`src/glb_config.svh`:
```
`ifndef GLB_CONFIG_SVH
`define GLB_CONFIG_SVH

`default_nettype none

// Bank pool geometry
`define GLB_NUM_BANK        8
`define GLB_BANK_WIDTH      16
// Words per bank must be a power of two
`define GLB_BANK_WORDS      16

// Port side
`define GLB_ADDR_WIDTH      12
`define GLB_NUM_WRPORT      2
`define GLB_NUM_RDPORT      2
`define GLB_MAXPAR          4

// Derived widths
`define GLB_BANK_IDX_W      ($clog2(`GLB_NUM_BANK))
`define GLB_BANK_AW         ($clog2(`GLB_BANK_WORDS))
`define GLB_PAR_W           ($clog2(`GLB_MAXPAR) + 1)

`default_nettype wire

`endif
```
`src/glb_pkg.sv`:
```
`include "glb_config.svh"

`default_nettype none

package glb_pkg;

    // ==========================================================
    // Port configuration
    // ==========================================================

    // Banks owned by the port and banks covered per access
    typedef struct packed {
        logic [`GLB_NUM_BANK-1:0]   bank_mask;
        logic [`GLB_PAR_W-1:0]      par;
    } glb_port_cfg_t;

    // ==========================================================
    // Port traffic
    // ==========================================================

    // Word k lands in the k-th bank of the active group
    typedef struct packed {
        logic [`GLB_ADDR_WIDTH-1:0]                     addr;
        logic [`GLB_MAXPAR-1:0][`GLB_BANK_WIDTH-1:0]    data;
    } glb_wr_req_t;

    typedef struct packed {
        logic [`GLB_MAXPAR-1:0][`GLB_BANK_WIDTH-1:0]    word;
    } glb_rd_data_t;

    // ==========================================================
    // Bank traffic
    // ==========================================================

    // Full port address rides along for the progress pointers
    typedef struct packed {
        logic [`GLB_BANK_AW-1:0]        waddr;
        logic [`GLB_BANK_WIDTH-1:0]     wdata;
        logic [`GLB_ADDR_WIDTH-1:0]     port_addr;
    } glb_bank_wr_t;

    typedef struct packed {
        logic [`GLB_BANK_AW-1:0]        raddr;
        logic [`GLB_ADDR_WIDTH-1:0]     port_addr;
    } glb_bank_rd_t;

endpackage

`default_nettype wire

```
`src/glb_rd_port.sv`:
```
`include "glb_config.svh"

`default_nettype none

module glb_rd_port (
    input  wire glb_pkg::glb_port_cfg_t                         cfg_i,
    input  wire logic                                           rd_addr_vld_i,
    output logic                                                rd_addr_rdy_o,
    output logic                                                rd_empty_o,
    input  wire logic [`GLB_ADDR_WIDTH-1:0]                     rd_addr_i,
    input  wire logic [`GLB_NUM_BANK-1:0]                       bank_addr_rdy_i,
    input  wire logic [`GLB_NUM_BANK-1:0][`GLB_ADDR_WIDTH-1:0]  bank_wr_next_i,
    output logic [`GLB_NUM_BANK-1:0]                            bank_rd_vld_o,
    output glb_pkg::glb_bank_rd_t                               bank_rd_o,
    input  wire logic [`GLB_NUM_BANK-1:0]                       bank_dat_vld_i,
    input  wire logic [`GLB_NUM_BANK-1:0][`GLB_BANK_WIDTH-1:0]  bank_dat_i,
    output logic [`GLB_NUM_BANK-1:0]                            bank_dat_rdy_o,
    output logic                                                rd_dat_vld_o,
    input  wire logic                                           rd_dat_rdy_i,
    output glb_pkg::glb_rd_data_t                               rd_dat_o
);

    localparam int NB    = `GLB_NUM_BANK;
    localparam int IDX_W = `GLB_BANK_IDX_W;
    localparam int AW    = `GLB_ADDR_WIDTH;

    logic [IDX_W-1:0]   first_bank;
    logic [IDX_W:0]     bank_cnt;
    logic [AW-1:0]      ring_size;
    logic [AW-1:0]      group;
    logic [IDX_W-1:0]   cur_first;
    logic [IDX_W-1:0]   dat_first;
    logic [NB-1:0]      hit;
    logic               alloc;
    logic               held;
    logic               slot_free;
    logic               issue;

    glb_bank_locator u_locator (
        .cfg_i        (cfg_i),
        .first_bank_o (first_bank),
        .bank_cnt_o   (bank_cnt),
        .ring_size_o  (ring_size)
    );

    assign alloc = bank_cnt != '0;

    // ==========================================================
    // Address side
    // ==========================================================

    assign group     = (rd_addr_i % ring_size) >> `GLB_BANK_AW;
    assign cur_first = first_bank + IDX_W'(group * AW'(cfg_i.par));

    always_comb begin
        for (int b = 0; b < NB; b++) begin
            hit[b] = (b >= int'(cur_first)) && (b < int'(cur_first) + int'(cfg_i.par));
        end
    end

    // Caught up with the writes of this group
    assign rd_empty_o = rd_addr_i >= bank_wr_next_i[cur_first];

    // Only one group of read data in flight per port
    assign held      = |(bank_dat_vld_i & cfg_i.bank_mask);
    assign slot_free = ~held | rd_dat_rdy_i;
    assign issue     = alloc & ~rd_empty_o & slot_free;

    assign rd_addr_rdy_o       = issue & bank_addr_rdy_i[cur_first];
    assign bank_rd_vld_o       = {NB{rd_addr_vld_i & issue}} & hit;
    assign bank_rd_o.raddr     = rd_addr_i[`GLB_BANK_AW-1:0];
    assign bank_rd_o.port_addr = rd_addr_i;

    // ==========================================================
    // Data side
    // ==========================================================

    assign bank_dat_rdy_o = {NB{rd_dat_rdy_i}} & cfg_i.bank_mask;
    assign rd_dat_vld_o   = held;

    // Lowest valid owned bank leads the pending group
    always_comb begin
        dat_first = '0;
        for (int b = NB - 1; b >= 0; b--) begin
            if (bank_dat_vld_i[b] && cfg_i.bank_mask[b]) begin
                dat_first = IDX_W'(b);
            end
        end
    end

    always_comb begin
        for (int k = 0; k < `GLB_MAXPAR; k++) begin
            if (k < int'(cfg_i.par)) begin
                rd_dat_o.word[k] = bank_dat_i[dat_first + IDX_W'(k)];
            end else begin
                rd_dat_o.word[k] = '0;
            end
        end
    end

endmodule

`default_nettype wire

```
`src/glb_bank_locator.sv`:
```
`include "glb_config.svh"

`default_nettype none

module glb_bank_locator (
    input  wire glb_pkg::glb_port_cfg_t     cfg_i,
    output logic [`GLB_BANK_IDX_W-1:0]      first_bank_o,
    output logic [`GLB_BANK_IDX_W:0]        bank_cnt_o,
    output logic [`GLB_ADDR_WIDTH-1:0]      ring_size_o
);

    localparam int IDX_W = `GLB_BANK_IDX_W;
    localparam int CNT_W = `GLB_BANK_IDX_W + 1;
    localparam int AW    = `GLB_ADDR_WIDTH;

    logic [AW-1:0] span;

    // Lowest set bit is the base of the ring
    always_comb begin
        first_bank_o = '0;
        for (int i = `GLB_NUM_BANK - 1; i >= 0; i--) begin
            if (cfg_i.bank_mask[i]) begin
                first_bank_o = IDX_W'(i);
            end
        end
    end

    always_comb begin
        bank_cnt_o = '0;
        for (int i = 0; i < `GLB_NUM_BANK; i++) begin
            bank_cnt_o = bank_cnt_o + CNT_W'(cfg_i.bank_mask[i]);
        end
    end

    // One ring slot row spans par banks
    assign span        = AW'(`GLB_BANK_WORDS) * AW'(bank_cnt_o);
    assign ring_size_o = (bank_cnt_o == '0 || cfg_i.par == '0) ? AW'(`GLB_BANK_WORDS)
                                                               : span / AW'(cfg_i.par);

endmodule

`default_nettype wire

```
`config.mk`:
```
export PLATFORM = sky130hd
export DESIGN_NAME = glb_rd_port
export DESIGN_NICKNAME = d
export VERILOG_FILES = /design/src/glb_pkg.sv /design/src/glb_rd_port.sv /design/src/glb_bank_locator.sv
export VERILOG_INCLUDE_DIRS = /design/src /design/src/src
export SDC_FILE = /design/constraint.sdc
export NUM_CORES = 1
export LEC_CHECK = 0
export ABC_AREA = 1
export BUFFER_PORTS_ARGS = -buffer_cell sky130_fd_sc_hd__buf_2
export CAP_MARGIN = 10
export CORE_MARGIN = 2
export CORE_UTILIZATION = 55
export DETAILED_ROUTE_END_ITERATION = 10
export PLACE_DENSITY = 0.82
export SYNTH_ARGS = -nofsm -noshare
export SYNTH_HDL_FRONTEND = slang
export SYNTH_SLANG_ARGS = --single-unit
export TNS_END_PERCENT = 30
```
`constraint.sdc`:
```
create_clock -name vclk -period 67.4
set_input_delay 10.11 -clock vclk [all_inputs]
set_output_delay 10.11 -clock vclk [all_outputs]
set_load 0.02 [all_outputs]
```
==> results.tsv, run 1 <==
metric	value	unit
status	completed	
Final Setup Violations	0	
DP Wirelength	36680	um
Critical Path Sink Type	output pin	
most frequent cells in the layout	428 x nand2_1, 364 x buf_2, 345 x nor2_1, 313 x o21ai_0, 250 x inv_1	
# rows	52	
synthesized cell area	11230	um^2
met2 usage	0.6380	
# nets final	2788	
Worst Max-Slew Pin Slew	1079	ps
Final Hold Fails	0	
worst-path fanout max	18	
die width	146.9	um
Yosys top cell by area	ha_1	
IO Port Bufs	364	
Starting Density	0.5584	
fin crit share	0.9077	
met1 GRT Util	0.5112	
critical path type	in -> out	
WP data required	57290	ps
routed via count	15298	
post-DR vias/cell	5.760	
layout cells sized above 1	0.2060	
Routability Congestion	1.052	
area growth from synthesis to layout	16.42	%
Crit path max-delay family	compound AO/OA/AOI/OAI gates	
setup bufs post-CTS	0	
Post-Route WL	44660	um
vias in the first global route	13557	
cell mode on critical path	nand2_1	
RSZ-0062 raised after global routing	false	
# hold bufs at CTS	0	
Die ar.	21570	um^2
pin count of the biggest net entering global routing	129	
grt peak-use layer	met2	
Storage cell area	0	um^2
setup_tns	0	ps
top cell type's share of synthesized area	0.1471	
drt first pass iters	7	
Slew HR	0.2807	
Max-Cap Viols	0	
Final Critical Period	61180	ps
Hold Path Class	in -> out	
Worst EP arrival	51070	ps
CTS resizes	0	
first-pass GRT wire length	68350	um
initial antenna violation count	4	
Final Slew Violations	0	
antenna-violating nets left	0	
DR WL/cell	16.81	um
Worst setup SP type	input pin	
top post-synthesis cells by area	ha_1 15%, nand2_1 14%, o21ai_0 14%	
total gr overflow	0	
sequential fraction of the synthesis area	0	
CORE AREA	20100	um^2
Remaining DRCs	0	
Post-Syn Instances	2110	
I/O Pins	364	
GRT met3 Usage	0.03634	
slowest cell on the critical path	o21ai_1	
worst path bufs/invs	49	
clock buffers	0	
Iteration-0 DRC Markers	1320	
CP max stage delay	660	ps
gr usage total	0.3854	
num sequential	0	
most common cell after layout, fill and taps aside	nand2_1	
Max Fclk	0.01635	GHz
Yosys cell types	62	
syn avg cell area	5.321	um^2
YS warnings	0	
Die Y-Extent	146.9	um
[final cells by class]
cell class	count	area (um^2)
inverters	276	1036
repair buffers	379	1934
diodes	3	7.507
well taps	270	337.8
multi-input cells	1728	9754
fillers	1955	7034
[cells by family after synthesis]
group / synth area share
AND/OR/NAND/NOR: 0.3708
buffers and inverters: 0.1345
other: 0.0006689
adder cells (fa/ha/maj): 0.1578
XOR/XNOR: 0.05227
AO/OA/AOI/OAI: 0.2759
multiplexers: 0.008024
[synthesized netlist by cell type (6+ instances only)]
library cell / number
o21bai_1: 11
nand4_1: 24
xor2_1: 43
xnor2_1: 24
buf_4: 16
a21oi_1: 76
o221ai_1: 6
fa_1: 6
mux2i_1: 9
nand2_4: 11
nor3_1: 15
nand2_2: 15
inv_2: 19
o22ai_1: 62
nand2_1: 429
o21ai_1: 15
or2_2: 21
nor2_2: 8
o31ai_1: 6
ha_1: 132
o21ai_2: 7
clkinv_1: 7
clkbuf_1: 85
nand3_1: 56
inv_1: 250
o21ai_0: 313
a21o_1: 16
nor2_1: 345
[routing by layer]
| layer | wire [um] | share of wire |
|---|---|---|
| met1 | 18300 | 0.41 |
| met2 | 20070 | 0.45 |
| met3 | 3989 | 0.089 |
| met4 | 2305 | 0.052 |
| met5 | 0 | 0 |
[worst paths after layout]
path                         start                to  slack, ps  cells past startpoint
worst max-delay path      cfg_i[0]  bank_rd_vld_o[6]       6220                    252
worst min-delay path  rd_addr_i[0]      bank_rd_o[0]      20500                      2
[stage by stage]
| step | std cells | hold WS (ps) | utilization | worst slack (ps) | area [um^2] |
|---|---|---|---|---|---|
| finish | 2656 | 20500 | 0.6501 | 6219 | 13070 |
| global route | 2656 | 20510 | 0.6501 | 2285 | 13070 |
| CTS | 2653 | 20500 | 0.6497 | 7155 | 13060 |
| detailed placement | 2653 | 20500 | 0.6497 | 7240 | 13060 |
| global placement | 2653 | 20510 | 0.6497 | 9362 | 13060 |
| floorplan | 2113 | 20330 | - | 12570 | 11240 |
Power of run 1 is left out: the tool's default activity adds up to more than one toggle a clock period on the data nets, which glitch-free logic cannot reach.
==> run 2, diff against run 1 <==
Settings changed: CORE_MARGIN 2 to 1.5, CORE_UTILIZATION 55 to 45, PLACE_DENSITY 0.82 to 0.68.
Clock period 67.4 ns to 77.8 ns, I/O delays scaled along.
==> results.tsv, run 2 (synthesized netlist as in run 1, its figures left out) <==
metric	value	unit	change
status	completed		
fin crit share	0.8220		
worst-path fanout max	18		unchanged
Worst EP arrival	52290	ps	+1220 ps
Final Setup Violations	0		unchanged
post-DR vias/cell	5.526		-4.1%
initial antenna violation count	2		-2
setup bufs post-CTS	0		unchanged
pin count of the biggest net entering global routing	126		-2.3%
Slew HR	0.2821		+0.001432
Post-Route WL	44870	um	+0.47%
Max-Cap Viols	0		unchanged
Hold EP	bank_rd_o[12]		
IO Port Bufs	364		unchanged
I/O Pins	364		unchanged
Final Critical Period	63960	ps	
critical hold path startpoint	rd_addr_i[0]		
worst path bufs/invs	48		-2.0%
gr usage total	0.3291		-0.05623
CP max stage delay	710	ps	+50 ps
Die Y-Extent	161.0	um	+9.6%
Die ar.	25900	um^2	+20%
routed via count	14975		-2.1%
vias in the first global route	13373		-1.4%
RSZ-0062 raised after global routing	false		
total gr overflow	0		unchanged
most common cell after layout, fill and taps aside	nand2_1		
Hold Path Class	in -> out		
num sequential	0		unchanged
slowest cell on the critical path	o21ai_1		
Final Hold Fails	0		unchanged
area growth from synthesis to layout	17.08	%	
# rows	57		+9.6%
first-pass GRT wire length	69900	um	+2.3%
Storage cell area	0	um^2	unchanged
most frequent cells in the layout	428 x nand2_1, 364 x buf_2, 345 x nor2_1, 313 x o21ai_0, 250 x inv_1		
Iteration-0 DRC Markers	1488		+13%
CTS resizes	0		unchanged
WP data required	66130	ps	+8840 ps
clock buffers	0		unchanged
Routability Congestion	1.005		-4.5%
DR WL/cell	16.56	um	-1.5%
cell mode on critical path	nand2_1		
antenna-violating nets left	0		unchanged
Filler Cell Count	2641		+35%
Hold Crit Depth	2		unchanged
layout cells sized above 1	0.2068		+0.0007525
# nets final	2789		+0.036%
Worst Max-Slew Pin Slew	1077	ps	-2.147 ps
Starting Density	0.4603		-0.09814
DP Wirelength	37250	um	+1.5%
setup_tns	0	ps	unchanged
Remaining DRCs	0		unchanged
Max Fclk	0.01564	GHz	
Worst setup SP type	input pin		
Final Slew Violations	0		unchanged
# hold bufs at CTS	0		unchanged
Crit path max-delay family	compound AO/OA/AOI/OAI gates		
critical path type	in -> out		
die width	161.0	um	+9.6%
CORE AREA	24390	um^2	+21%
CP Launch Point	cfg_i[0]		
drt first pass iters	8		+1
Critical Path Sink Type	output pin		
-- run 2: cell types whose count changed in the layout (fill, tap and decap cells not counted) --
cell	previous run	this run
buf_4	15	16
ha_1	131	130
diode_2	3	2
ha_2	1	2
-- run 2: worst max path at each step --
stage                        to  slack [ps]  cells after the start
2_1_floorplan  bank_rd_vld_o[0]       19850                    254
3_3_place_gp   bank_rd_vld_o[0]       16230                    254
3_5_place_dp   bank_rd_vld_o[0]       14520                    254
4_1_cts        bank_rd_vld_o[0]       14430                    253
5_1_grt        bank_rd_vld_o[0]        9380                    254
6_report       bank_rd_vld_o[0]       13840                    253
-- run 2: cell type report --
cell class | instances | area (um^2) | area share
Multi-Input combinational cell | 1728 | 9757 | 0.7422
Tap cell | 324 | 405.4 | 0.03084
Timing Repair Buffer | 380 | 1942 | 0.1477
Antenna cell | 2 | 5.005 | 0.0003807
Inverter | 276 | 1036 | 0.07881
-- run 2: metal layers --
layer | wire length (um) | part of all wire | up-vias | GRT usage
li1 | - | - | 7483 | -
met3 | 3262 | 0.073 | 89 | 0.02247
met5 | 0 | 0 | - | 0
met1 | 19250 | 0.43 | 6743 | 0.4411
met2 | 20960 | 0.47 | 660 | 0.5643
met4 | 1397 | 0.031 | 0 | 0.09470
-- run 2: per-stage QoR --
step / instance area, um^2 / hold slack [ps] / setup slack [ps] / instances / util
floorplan: 11240 / 23450 / 19850 / 2113 / -
global placement: 13140 / 23620 / 16230 / 2708 / 0.5387
detailed placement: 13140 / 23620 / 14520 / 2708 / 0.5387
CTS: 13140 / 23620 / 14430 / 2708 / 0.5387
global route: 13150 / 23630 / 9382 / 2710 / 0.5389
finish: 13150 / 23630 / 13840 / 2710 / 0.5389
Power of run 2 is left out for the same reason.
