===== src/glb_config.svh =====
`ifndef GLB_CONFIG_SVH
`define GLB_CONFIG_SVH

`default_nettype none

// Bank pool geometry
`define GLB_NUM_BANK        8
`define GLB_BANK_WIDTH      16
// Words per bank must be a power of two
`define GLB_BANK_WORDS      16

// Port side
`define GLB_ADDR_WIDTH      12
`define GLB_NUM_WRPORT      2
`define GLB_NUM_RDPORT      2
`define GLB_MAXPAR          4

// Derived widths
`define GLB_BANK_IDX_W      ($clog2(`GLB_NUM_BANK))
`define GLB_BANK_AW         ($clog2(`GLB_BANK_WORDS))
`define GLB_PAR_W           ($clog2(`GLB_MAXPAR) + 1)

`default_nettype wire

`endif

===== src/glb_pkg.sv =====
`include "glb_config.svh"

`default_nettype none

package glb_pkg;

    // ==========================================================
    // Port configuration
    // ==========================================================

    // Banks owned by the port and banks covered per access
    typedef struct packed {
        logic [`GLB_NUM_BANK-1:0]   bank_mask;
        logic [`GLB_PAR_W-1:0]      par;
    } glb_port_cfg_t;

    // ==========================================================
    // Port traffic
    // ==========================================================

    // Word k lands in the k-th bank of the active group
    typedef struct packed {
        logic [`GLB_ADDR_WIDTH-1:0]                     addr;
        logic [`GLB_MAXPAR-1:0][`GLB_BANK_WIDTH-1:0]    data;
    } glb_wr_req_t;

    typedef struct packed {
        logic [`GLB_MAXPAR-1:0][`GLB_BANK_WIDTH-1:0]    word;
    } glb_rd_data_t;

    // ==========================================================
    // Bank traffic
    // ==========================================================

    // Full port address rides along for the progress pointers
    typedef struct packed {
        logic [`GLB_BANK_AW-1:0]        waddr;
        logic [`GLB_BANK_WIDTH-1:0]     wdata;
        logic [`GLB_ADDR_WIDTH-1:0]     port_addr;
    } glb_bank_wr_t;

    typedef struct packed {
        logic [`GLB_BANK_AW-1:0]        raddr;
        logic [`GLB_ADDR_WIDTH-1:0]     port_addr;
    } glb_bank_rd_t;

endpackage

`default_nettype wire


===== src/glb_wr_port.sv =====
`include "glb_config.svh"

`default_nettype none

module glb_wr_port (
    input  wire glb_pkg::glb_port_cfg_t                         cfg_i,
    input  wire logic                                           wr_vld_i,
    output logic                                                wr_rdy_o,
    output logic                                                wr_full_o,
    input  wire glb_pkg::glb_wr_req_t                           wr_req_i,
    input  wire logic [`GLB_NUM_BANK-1:0]                       bank_rdy_i,
    input  wire logic [`GLB_NUM_BANK-1:0][`GLB_ADDR_WIDTH-1:0]  bank_rd_next_i,
    output logic [`GLB_NUM_BANK-1:0]                            bank_wr_vld_o,
    output glb_pkg::glb_bank_wr_t [`GLB_NUM_BANK-1:0]           bank_wr_o
);

    localparam int NB     = `GLB_NUM_BANK;
    localparam int IDX_W  = `GLB_BANK_IDX_W;
    localparam int AW     = `GLB_ADDR_WIDTH;
    localparam int SLOT_W = (`GLB_MAXPAR > 1) ? $clog2(`GLB_MAXPAR) : 1;

    logic [IDX_W-1:0]   first_bank;
    logic [IDX_W:0]     bank_cnt;
    logic [AW-1:0]      ring_size;
    logic [AW-1:0]      group;
    logic [IDX_W-1:0]   cur_first;
    logic [NB-1:0]      hit;
    logic [AW-1:0]      lag;
    logic               alloc;

    glb_bank_locator u_locator (
        .cfg_i        (cfg_i),
        .first_bank_o (first_bank),
        .bank_cnt_o   (bank_cnt),
        .ring_size_o  (ring_size)
    );

    assign alloc = bank_cnt != '0;

    // ==========================================================
    // Address to bank group
    // ==========================================================

    assign group     = (wr_req_i.addr % ring_size) >> `GLB_BANK_AW;
    assign cur_first = first_bank + IDX_W'(group * AW'(cfg_i.par));

    always_comb begin
        for (int b = 0; b < NB; b++) begin
            hit[b] = (b >= int'(cur_first)) && (b < int'(cur_first) + int'(cfg_i.par));
        end
    end

    // A whole ring ahead of the reads of this group
    assign lag       = wr_req_i.addr - bank_rd_next_i[cur_first];
    assign wr_full_o = lag == ring_size;

    assign wr_rdy_o      = alloc & ~wr_full_o & bank_rdy_i[cur_first];
    assign bank_wr_vld_o = {NB{wr_vld_i & alloc & ~wr_full_o}} & hit;

    // Slot k of the request goes to bank cur_first + k
    always_comb begin
        logic [SLOT_W-1:0] slot;
        for (int b = 0; b < NB; b++) begin
            slot                   = SLOT_W'(IDX_W'(b) - cur_first);
            bank_wr_o[b].waddr     = wr_req_i.addr[`GLB_BANK_AW-1:0];
            bank_wr_o[b].wdata     = wr_req_i.data[slot];
            bank_wr_o[b].port_addr = wr_req_i.addr;
        end
    end

endmodule

`default_nettype wire


===== src/glb_bank_locator.sv =====
`include "glb_config.svh"

`default_nettype none

module glb_bank_locator (
    input  wire glb_pkg::glb_port_cfg_t     cfg_i,
    output logic [`GLB_BANK_IDX_W-1:0]      first_bank_o,
    output logic [`GLB_BANK_IDX_W:0]        bank_cnt_o,
    output logic [`GLB_ADDR_WIDTH-1:0]      ring_size_o
);

    localparam int IDX_W = `GLB_BANK_IDX_W;
    localparam int CNT_W = `GLB_BANK_IDX_W + 1;
    localparam int AW    = `GLB_ADDR_WIDTH;

    logic [AW-1:0] span;

    // Lowest set bit is the base of the ring
    always_comb begin
        first_bank_o = '0;
        for (int i = `GLB_NUM_BANK - 1; i >= 0; i--) begin
            if (cfg_i.bank_mask[i]) begin
                first_bank_o = IDX_W'(i);
            end
        end
    end

    always_comb begin
        bank_cnt_o = '0;
        for (int i = 0; i < `GLB_NUM_BANK; i++) begin
            bank_cnt_o = bank_cnt_o + CNT_W'(cfg_i.bank_mask[i]);
        end
    end

    // One ring slot row spans par banks
    assign span        = AW'(`GLB_BANK_WORDS) * AW'(bank_cnt_o);
    assign ring_size_o = (bank_cnt_o == '0 || cfg_i.par == '0) ? AW'(`GLB_BANK_WORDS)
                                                               : span / AW'(cfg_i.par);

endmodule

`default_nettype wire


===== config.mk =====
export PLATFORM = sky130hd
export DESIGN_NAME = glb_wr_port
export DESIGN_NICKNAME = d
export VERILOG_FILES = /design/src/glb_pkg.sv /design/src/glb_wr_port.sv /design/src/glb_bank_locator.sv
export VERILOG_INCLUDE_DIRS = /design/src /design/src/src
export SDC_FILE = /design/constraint.sdc
export NUM_CORES = 1
export LEC_CHECK = 0
export BUFFER_PORTS_ARGS = -buffer_cell sky130_fd_sc_hd__buf_2
export CORE_MARGIN = 2
export CORE_UTILIZATION = 40
export DETAILED_ROUTE_END_ITERATION = 8
export PLACE_DENSITY_LB_ADDON = 0.3
export SLEW_MARGIN = 25
export SYNTH_ARGS = -nofsm -noshare
export SYNTH_HDL_FRONTEND = slang
export SYNTH_HIERARCHICAL = 1
export SYNTH_SLANG_ARGS = --single-unit
export TNS_END_PERCENT = 10

===== constraint.sdc =====
create_clock -name vclk -period 113.2
set_input_delay 22.64 -clock vclk [all_inputs]
set_output_delay 22.64 -clock vclk [all_outputs]
set_load 0.01 [all_outputs]

==> impl_metrics.csv, run 1 <==
group,metric,value,unit
sta,maxClockFrequency,0.01123,GHz
logic_synthesis,ys_seq_area_share,0,%
worst_setup_path,path_common_cell,"sky130_fd_sc_hd__ha_1",
sta,min_period_over_period,78.66,%
sta,fin_tns_setup,0,ns
route,dr.pass1.iters,5,
layout,number_of_clock_buffers_in_the_layout,0,
floorplan,floorplan.core_area,29480,um^2
sta,finalHoldViolCount,0,
route,drcViolationCount,0,
grt,first_global_vias,11240,
logic_synthesis,yosys_warnings,6,
worst_setup_path,crit_buf_inv,9,
route,detail_route.vias_per_cell,6.035,
floorplan,io_pins,458,
placement,port-buffer-count,458,
run,maxCapViolations,0,
sta,post-route-worst-setup-slack,24.16,ns
clock_tree,ctsResizeCount,0,
sta,timing.final.max_slew_violations,0,
run_status,outcome,"completed",
placement,place.detailed.hpwl,41.79,mm
logic_synthesis,synthCells,1440,
logic_synthesis,mappedNetlistArea,11940,um^2
hold_path,hp-class,"input pin to output port",
logic_synthesis,post_synth_num_cell_types,113,
floorplan,design.die.area,31250,um^2
logic_synthesis,postSynthAreaPerCell,8.291,um^2
route,routed_wire_length_per_instance,23.51,um
logic_synthesis,synth_top_area_share,16.60,%
clock_tree,postCtsHoldBufs,0,
worst_setup_path,crit_arrival,66.40,ns
clock_tree,post-cts-setup-buffer-count,0,
worst_setup_path,critical_path.max_stage_delay,0.81,ns
grt,initial_antenna_violation_count,43,
route,detailroute.via_count,12640,
floorplan,floorplan.rows,63,
logic_synthesis,synth_area_leaders,"sky130_fd_sc_hd__mux4_2, sky130_fd_sc_hd__ha_1, sky130_fd_sc_hd__buf_4",
route,dr.first_iter.drc_count,1006,
worst_setup_path,timing.critical_path.from_type,"input pin",
logic_synthesis,synth.most_common_cell,"sky130_fd_sc_hd__buf_4",
route,wirelength,49.23,mm
layout,seq_cell_count,0,
sta,slew-limit-headroom,43.29,%
sta,worst_pin_slew,0.8506,ns
route,remaining_number_of_nets_flagged_by_the_antenna_check_after_routing,0,
grt,overflow,0,
layout,area_taken_by_flip_flops_and_latches,0,um^2
grt,groute.usage.overall,29.91,%
worst_setup_path,worst_ep_required_time,90.56,ns
logic_synthesis,yosys.area.top_type,"sky130_fd_sc_hd__mux4_2",
floorplan,die_w,176.8,um
placement,finalWeightedCongestion,0.9467,
floorplan,floorplan.initialDensity,40.50,%
grt,maximum_number_of_pins_on_one_net_before_global_route_repair,48,
worst_setup_path,cell_family_with_most_cp_delay,"compound AO/OA/AOI/OAI gates",
worst_setup_path,worst_path_max_delay_cell,"sky130_fd_sc_hd__xnor3_2",
layout,area_delta_synth_final,10.84,%
floorplan,floorplan.die.height,176.8,um
logic_synthesis,synth.cells.most_frequent,"sky130_fd_sc_hd__buf_4, sky130_fd_sc_hd__ha_1, sky130_fd_sc_hd__nor2_1",
sta,grt_setup_unrepaired,"false",
worst_setup_path,endpoint_kind,"output port",
grt,grt_first_pass_wirelength,70.15,mm
placement,pre_cts_ws,24.94,ns
layout,ratio_of_cells_with_drive_above_1_in_the_final_layout,39.02,%
layout,final_nets,2007,
worst_setup_path,timing.setup.critical_path_class,"input pin to output port",
sta,setup_viol,0,
worst_setup_path,critPathMaxFanout,27,
sta,final_period_minus_worst_setup_slack,89.04,ns
[path summary, 6_finish.rpt]
check | depth (start not counted) | end | startpoint
min | 2 | bank_wr_o[100] | wr_req_i[68]
max | 169 | bank_wr_vld_o[4] | cfg_i[3]
[cell families (layout without fill, tap and decap cells)]
family	Yosys count	after routing	share of synthesized area, %
AO/OA/AOI/OAI	368	368	22.64
XOR/XNOR	73	73	5.638
adder cells (fa/ha/maj)	142	142	15.32
buffers and inverters	310	537	16.26
multiplexers	143	143	21.77
other	1	38	0.03141
AND/OR/NAND/NOR	403	403	18.34
[cell usage in the layout (no fill, tap or decap), types with 6 or more instances in the layout]
cell                         n
sky130_fd_sc_hd__o211ai_1   23
sky130_fd_sc_hd__a21o_1     26
sky130_fd_sc_hd__o21a_1     33
sky130_fd_sc_hd__or4_1       6
sky130_fd_sc_hd__or3_1      17
sky130_fd_sc_hd__nand4_1    13
sky130_fd_sc_hd__o21ai_0    67
sky130_fd_sc_hd__xor2_1     27
sky130_fd_sc_hd__or2_2      12
sky130_fd_sc_hd__o21ai_1     8
sky130_fd_sc_hd__nor3_1     52
sky130_fd_sc_hd__a21oi_1    64
sky130_fd_sc_hd__xnor2_1    44
sky130_fd_sc_hd__diode_2    33
sky130_fd_sc_hd__a211o_1    11
sky130_fd_sc_hd__nand2_1    74
sky130_fd_sc_hd__a31oi_1     8
sky130_fd_sc_hd__buf_4       6
sky130_fd_sc_hd__mux2i_1    29
sky130_fd_sc_hd__buf_2     458
sky130_fd_sc_hd__mux4_2     88
sky130_fd_sc_hd__and3_1     11
sky130_fd_sc_hd__fa_1        7
sky130_fd_sc_hd__nor2b_1    10
sky130_fd_sc_hd__nand2b_1   16
sky130_fd_sc_hd__mux2_4      9
sky130_fd_sc_hd__and2_1     12
sky130_fd_sc_hd__ha_1      133
sky130_fd_sc_hd__nand3_1    16
sky130_fd_sc_hd__a211oi_1   17
sky130_fd_sc_hd__nor3_2      8
sky130_fd_sc_hd__a221oi_1    7
sky130_fd_sc_hd__nor4_1      9
sky130_fd_sc_hd__a21boi_0    8
sky130_fd_sc_hd__nor2_1    106
sky130_fd_sc_hd__o31ai_1     8
sky130_fd_sc_hd__mux2_2     15
sky130_fd_sc_hd__inv_1      73
[area by class of cell]
class              instances  area, um^2
repair buffers           464        2337
inverters                 73       274.0
fillers                 3017       16250
multi-input cells       1134       10050
diodes                    33       82.58
well taps                390       488.0
[metrics by stage]
step | hold slack, ns | cell area (um^2) | util [%] | instances
2_1_floorplan | 45.37 | 11950 | - | 1444
4_1_cts | 45.61 | 13140 | 44.58 | 2061
3_3_place_gp | 45.60 | 13140 | 44.56 | 2061
6_report | 45.61 | 13230 | 44.89 | 2094
5_1_grt | 45.62 | 13210 | 44.82 | 2086
3_5_place_dp | 45.61 | 13140 | 44.58 | 2061
[metal layers]
metal / routed length, um / track usage, %
met1: 18420 / 35.78
met2: 23380 / 50.72
met3: 3396 / 2.899
met4: 3993 / 20.35
met5: 36 / 0
Power of run 1 is not shown: default switching activity piles up to over one toggle a cycle in this logic, so the estimate is an artifact.
==> run 2: changes to the inputs <==
--- a/config.mk
+++ b/config.mk
@@ -6,10 +6,11 @@
 export SDC_FILE = /design/constraint.sdc
 export NUM_CORES = 1
 export LEC_CHECK = 0
+export ABC_AREA = 1
 export BUFFER_PORTS_ARGS = -buffer_cell sky130_fd_sc_hd__buf_2
-export CORE_MARGIN = 2
-export CORE_UTILIZATION = 40
+export CORE_AREA = 2 2 177 179
 export DETAILED_ROUTE_END_ITERATION = 8
+export DIE_AREA = 0 0 179 181
 export PLACE_DENSITY_LB_ADDON = 0.3
 export SLEW_MARGIN = 25
 export SYNTH_ARGS = -nofsm -noshare
==> constraint.sdc (replaced) <==
create_clock -name vclk -period 90.1
set_input_delay 18.02 -clock vclk [all_inputs]
set_output_delay 18.02 -clock vclk [all_outputs]
set_load 0.01 [all_outputs]
==> run 2 against run 1 <==
Effect of this change:
- worst hold slack worse by 9.2 ns
- wire length decreased by 9.6%
- cell area down 4.7%
- critical path type unchanged
- global-route usage is 4.0 points lower
- flip-flop and latch count is the same
- critical path depth grew 65
- critical endpoint is now bank_wr_vld_o[3]
- highest routed layer unchanged
==> impl_metrics.csv, run 2 <==
group,metric,value,unit
worst_setup_path,worst_ep_required_time,72.08,ns
worst_setup_path,critPathMaxFanout,49,
sta,maxClockFrequency,0.01369,GHz
sta,setup_viol,0,
route,dr.pass1.iters,5,
worst_setup_path,crit_arrival,55.01,ns
logic_synthesis,synthCells,1927,
logic_synthesis,mappedNetlistArea,11390,um^2
worst_setup_path,timing.critical_path.from_type,"input pin",
floorplan,floorplan.die.height,181,um
sta,final_period_minus_worst_setup_slack,73.03,ns
logic_synthesis,yosys.area_share.xor_xnor,5.766,%
grt,grt.met2_usage,40.98,%
worst_setup_path,endpoint_kind,"output port",
logic_synthesis,synth.most_common_cell,"sky130_fd_sc_hd__nand2_1",
worst_setup_path,cell_family_with_most_cp_delay,"simple AND/OR/NAND/NOR gates",
sta,grt_setup_unrepaired,"false",
sta,finalHoldViolCount,0,
sta,slew-limit-headroom,34.48,%
grt,overflow,0,
placement,port-buffer-count,458,
grt,first_global_vias,11540,
logic_synthesis,yosys_warnings,6,
route,detailroute.via_count,12840,
clock_tree,post-cts-setup-buffer-count,0,
route,drcViolationCount,0,
route,dr.first_iter.drc_count,774,
layout,final_nets,2490,
layout,seq_cell_count,0,
grt,busiest_layer,"met2",
clock_tree,postCtsHoldBufs,0,
sta,post-route-worst-setup-slack,17.07,ns
logic_synthesis,post_synth_num_cell_types,59,
worst_setup_path,timing.setup.critical_path_class,"input pin to output port",
floorplan,floorplan.rows,64,
hold_path,hp-class,"input pin to output port",
sta,worst_pin_slew,0.9827,ns
grt,globalRouteMet1Util,32.72,%
floorplan,floorplan.initialDensity,37.54,%
logic_synthesis,yosys.area_share.simple,34.35,%
grt,groute.usage.overall,25.95,%
layout,num-fill-cells,3366,
route,detail_route.vias_per_cell,5.026,
floorplan,io_pins,458,
placement,pre_cts_ws,17.54,ns
run_status,outcome,"completed",
layout,area_delta_synth_final,10.66,%
layout,number_of_clock_buffers_in_the_layout,0,
logic_synthesis,synth-compound-area-share,14.75,%
logic_synthesis,synth_top_family_by_area,"simple AND/OR/NAND/NOR gates",
grt,maximum_number_of_pins_on_one_net_before_global_route_repair,75,
logic_synthesis,synth.area.mux_share,5.975,%
layout,ratio_of_cells_with_drive_above_1_in_the_final_layout,27.11,%
logic_synthesis,synth.cells.most_frequent,"sky130_fd_sc_hd__nand2_1, sky130_fd_sc_hd__inv_1, sky130_fd_sc_hd__buf_4",
layout,area_taken_by_flip_flops_and_latches,0,um^2
floorplan,floorplan.core_area,30350,um^2
floorplan,design.die.area,32400,um^2
clock_tree,ctsResizeCount,0,
route,wirelength,44.52,mm
layout,final_common_cell,"sky130_fd_sc_hd__buf_2",
layout,layout.cells.most_common_list,"sky130_fd_sc_hd__buf_2, sky130_fd_sc_hd__nand2_1, sky130_fd_sc_hd__inv_1",
logic_synthesis,ys_seq_area_share,0,%
grt,grtUsageMet3,9.217,%
route,remaining_number_of_nets_flagged_by_the_antenna_check_after_routing,0,
worst_setup_path,crit_buf_inv,41,
logic_synthesis,synth_adder_area_share,16.06,%
placement,finalWeightedCongestion,0.9694,
logic_synthesis,yosys.area.top_type,"sky130_fd_sc_hd__nand2_1",
logic_synthesis,synth_top_area_share,14.93,%
sta,min_period_over_period,81.06,%
grt,grt_first_pass_wirelength,64.71,mm
hold_path,hold_path_startpoint,"wr_req_i[64]",
worst_setup_path,worst_path_max_delay_cell,"sky130_fd_sc_hd__a31oi_2",
placement,place.detailed.hpwl,38.67,mm
worst_setup_path,path_common_cell,"sky130_fd_sc_hd__nand2_1",
route,routed_wire_length_per_instance,17.43,um
floorplan,die_w,179,um
worst_setup_path,critical_path.max_stage_delay,0.59,ns
grt,initial_antenna_violation_count,11,
sta,timing.final.max_slew_violations,0,
run,maxCapViolations,0,
logic_synthesis,synth_area_leaders,"sky130_fd_sc_hd__nand2_1, sky130_fd_sc_hd__ha_1, sky130_fd_sc_hd__buf_4",
sta,fin_tns_setup,0,ns
worst_setup_path,worstSetupStartpoint,"cfg_i[0]",
logic_synthesis,postSynthAreaPerCell,5.912,um^2
==> run 2: cell types whose count changed after synthesis, moves of 36 or more <==
cell / before / now
sky130_fd_sc_hd__o21ai_0: 67 / 103
sky130_fd_sc_hd__inv_1: 73 / 248
sky130_fd_sc_hd__mux4_2: 88 / 0
sky130_fd_sc_hd__mux2i_1: 29 / 68
sky130_fd_sc_hd__nand2_1: 74 / 453
sky130_fd_sc_hd__nor3_1: 52 / 12
sky130_fd_sc_hd__nand3_1: 16 / 85
==> run 2: final timing paths <==
path | to | slack, ns | cells past startpoint
worst max-delay path | bank_wr_vld_o[3] | 17.07 | 234
worst min-delay path | bank_wr_o[32] | 36.37 | 2
==> run 2: area by class of cell <==
cell class                      instances  area, um^2  area share [%]
Multi-Input combinational cell       1430        8792           69.74
Antenna cell                            4       10.01         0.07940
Timing Repair Buffer                  463        2330           18.48
Tap cell                              396       495.5           3.930
Inverter                              261       979.7           7.771
==> run 2: cell families (layout without fill, tap and decap cells) <==
logic type	after synthesis	after routing
AOI/OAI and AO/OA	296	296
xor gates and xnor gates	75	75
adders and majority gates	142	142
buffers and inverters	501	724
muxes	68	68
other	1	9
and+or+nand+nor	844	844
==> run 2: per-layer routing <==
metal / up-vias / wire length (um)
li1: 6555 / -
met1: 5711 / 18390
met2: 480 / 19260
met3: 79 / 5134
met4: 12 / 1666
met5: - / 76
==> run 2: metrics by stage <==
| step | cells | area (um^2) | utilization, % | hold slack (ns) |
|---|---|---|---|---|
| 6_report | 2554 | 12610 | 41.54 | 36.37 |
| 3_5_place_dp | 2550 | 12600 | 41.51 | 36.38 |
| 3_3_place_gp | 2550 | 12600 | 41.51 | 36.38 |
| 2_1_floorplan | 1931 | 11410 | - | 36.13 |
| 4_1_cts | 2550 | 12600 | 41.51 | 36.38 |
| 5_1_grt | 2553 | 12600 | 41.53 | 36.40 |
Power of run 2 is left out for the same reason.
==> run 3: changes to the inputs <==
==> constraint.sdc (replaced) <==
create_clock -name vclk -period 70
set_input_delay 14 -clock vclk [all_inputs]
set_output_delay 14 -clock vclk [all_outputs]
set_load 0.01 [all_outputs]
==> run 3 against run 2 <==
Effect of this change:
- via count grew 1.1%
- flip-flop and latch count is the same
- utilization is essentially flat
- cell area is essentially flat
- cell count grew 0.12%
- worst setup slack lost 12 ns
- non-clock buffer count grew 1
- largest cell class unchanged
==> impl_metrics.csv, run 3 (synthesis results as in run 2) <==
group,metric,value,unit
layout,area_delta_synth_final,10.77,%
route,remaining_number_of_nets_flagged_by_the_antenna_check_after_routing,0,
worst_setup_path,timing.critical_path.from_type,"input pin",
placement,place.detailed.hpwl,39.16,mm
layout,number_of_clock_buffers_in_the_layout,0,
sta,maxClockFrequency,0.01539,GHz
sta,slew-limit-headroom,33.98,%
sta,timing.final.max_slew_violations,0,
sta,fin_tns_setup,0,ns
run,maxCapViolations,0,
grt,grt_first_pass_wirelength,66.50,mm
sta,grt_setup_unrepaired,"false",
hold_path,hp-class,"input pin to output port",
placement,finalWeightedCongestion,0.9862,
floorplan,design.die.area,32400,um^2
clock_tree,postCtsHoldBufs,0,
worst_setup_path,critPathMaxFanout,49,
sta,worst_pin_slew,0.9903,ns
route,dr.first_iter.drc_count,1025,
layout,final_nets,2491,
layout,final_common_cell,"sky130_fd_sc_hd__buf_2",
floorplan,floorplan.core_area,30350,um^2
route,routed_wire_length_per_instance,17.69,um
floorplan,floorplan.die.height,181,um
layout,ratio_of_cells_with_drive_above_1_in_the_final_layout,27.15,%
floorplan,floorplan.initialDensity,37.54,%
grt,maximum_number_of_pins_on_one_net_before_global_route_repair,68,
route,dr.pass1.iters,6,
worst_setup_path,path_common_cell,"sky130_fd_sc_hd__nand2_1",
grt,overflow,0,
layout,layout.cells.most_common_list,"sky130_fd_sc_hd__buf_2, sky130_fd_sc_hd__nand2_1, sky130_fd_sc_hd__inv_1",
grt,initial_antenna_violation_count,10,
route,detailroute.via_count,12980,
worst_setup_path,endpoint_kind,"output port",
floorplan,io_pins,458,
worst_setup_path,worst_path_max_delay_cell,"sky130_fd_sc_hd__a31oi_2",
route,detail_route.vias_per_cell,5.076,
clock_tree,ctsResizeCount,0,
floorplan,floorplan.rows,64,
sta,finalHoldViolCount,0,
layout,multi_input_area,8792,um^2
route,drcViolationCount,0,
worst_setup_path,crit_arrival,50.98,ns
sta,min_period_over_period,92.83,%
layout,num-fill-cells,3338,
clock_tree,post-cts-setup-buffer-count,0,
worst_setup_path,critical_path.max_stage_delay,0.57,ns
grt,groute.usage.overall,26.56,%
run_status,outcome,"completed",
worst_setup_path,timing.setup.critical_path_class,"input pin to output port",
layout,seq_cell_count,0,
sta,final_period_minus_worst_setup_slack,64.98,ns
layout,area_taken_by_flip_flops_and_latches,0,um^2
route,wirelength,45.23,mm
placement,port-buffer-count,458,
sta,setup_viol,0,
worst_setup_path,worst_ep_required_time,56.00,ns
grt,first_global_vias,11610,
floorplan,die_w,179,um
==> run 3: cell types whose count changed in the layout (fill, tap and decap cells not counted) <==
cell and change:
sky130_fd_sc_hd__diode_2 +2, sky130_fd_sc_hd__buf_4 +1
==> run 3: per-stage QoR <==
| step | instances | setup WS, ns | area (um^2) | hold slack (ns) | utilization [%] |
|---|---|---|---|---|---|
| global route | 2554 | 1.019 | 12610 | 28.36 | 41.56 |
| CTS | 2551 | 5.498 | 12600 | 28.34 | 41.53 |
| global placement | 2551 | 6.689 | 12600 | 28.34 | 41.53 |
| floorplan | 1931 | 11.10 | 11410 | 28.09 | - |
| finish | 2557 | 5.016 | 12620 | 28.33 | 41.58 |
| detailed placement | 2551 | 5.577 | 12600 | 28.34 | 41.53 |
==> run 3: per-layer routing <==
layer | global-route usage, % | routed length [um] | share of wire, % | vias to the layer above
met1 | 37.23 | 19770 | 44 | 5910
met5 | 0 | 45 | 0.099 | -
met4 | 4.553 | 924 | 2.0 | 6
li1 | - | - | - | 6534
met2 | 43.35 | 20350 | 45 | 485
met3 | 3.725 | 4140 | 9.2 | 44
==> run 3: worst paths after layout <==
kind,startpoint,endpoint,depth (start not counted)
worst max-delay path,cfg_i[0],bank_wr_vld_o[1],232
worst min-delay path,wr_req_i[64],bank_wr_o[188],2
==> run 3: final cells by class <==
class | instances | area share (%)
Multi-Input combinational cell | 1430 | 69.67
Tap cell | 396 | 3.926
Timing Repair Buffer | 464 | 18.52
Antenna cell | 6 | 0.1190
Inverter | 261 | 7.763
==> run 3: worst max-delay path, delay by kind of cell <==
kind,cells,cell delay (ns)
AO/OA/AOI/OAI,56,10.30
XOR/XNOR,3,0.42
adder cells (fa/ha/maj),27,8.25
buffers and inverters,41,4.70
AND/OR/NAND/NOR,105,13.21
Power of run 3 is left out for the same reason.
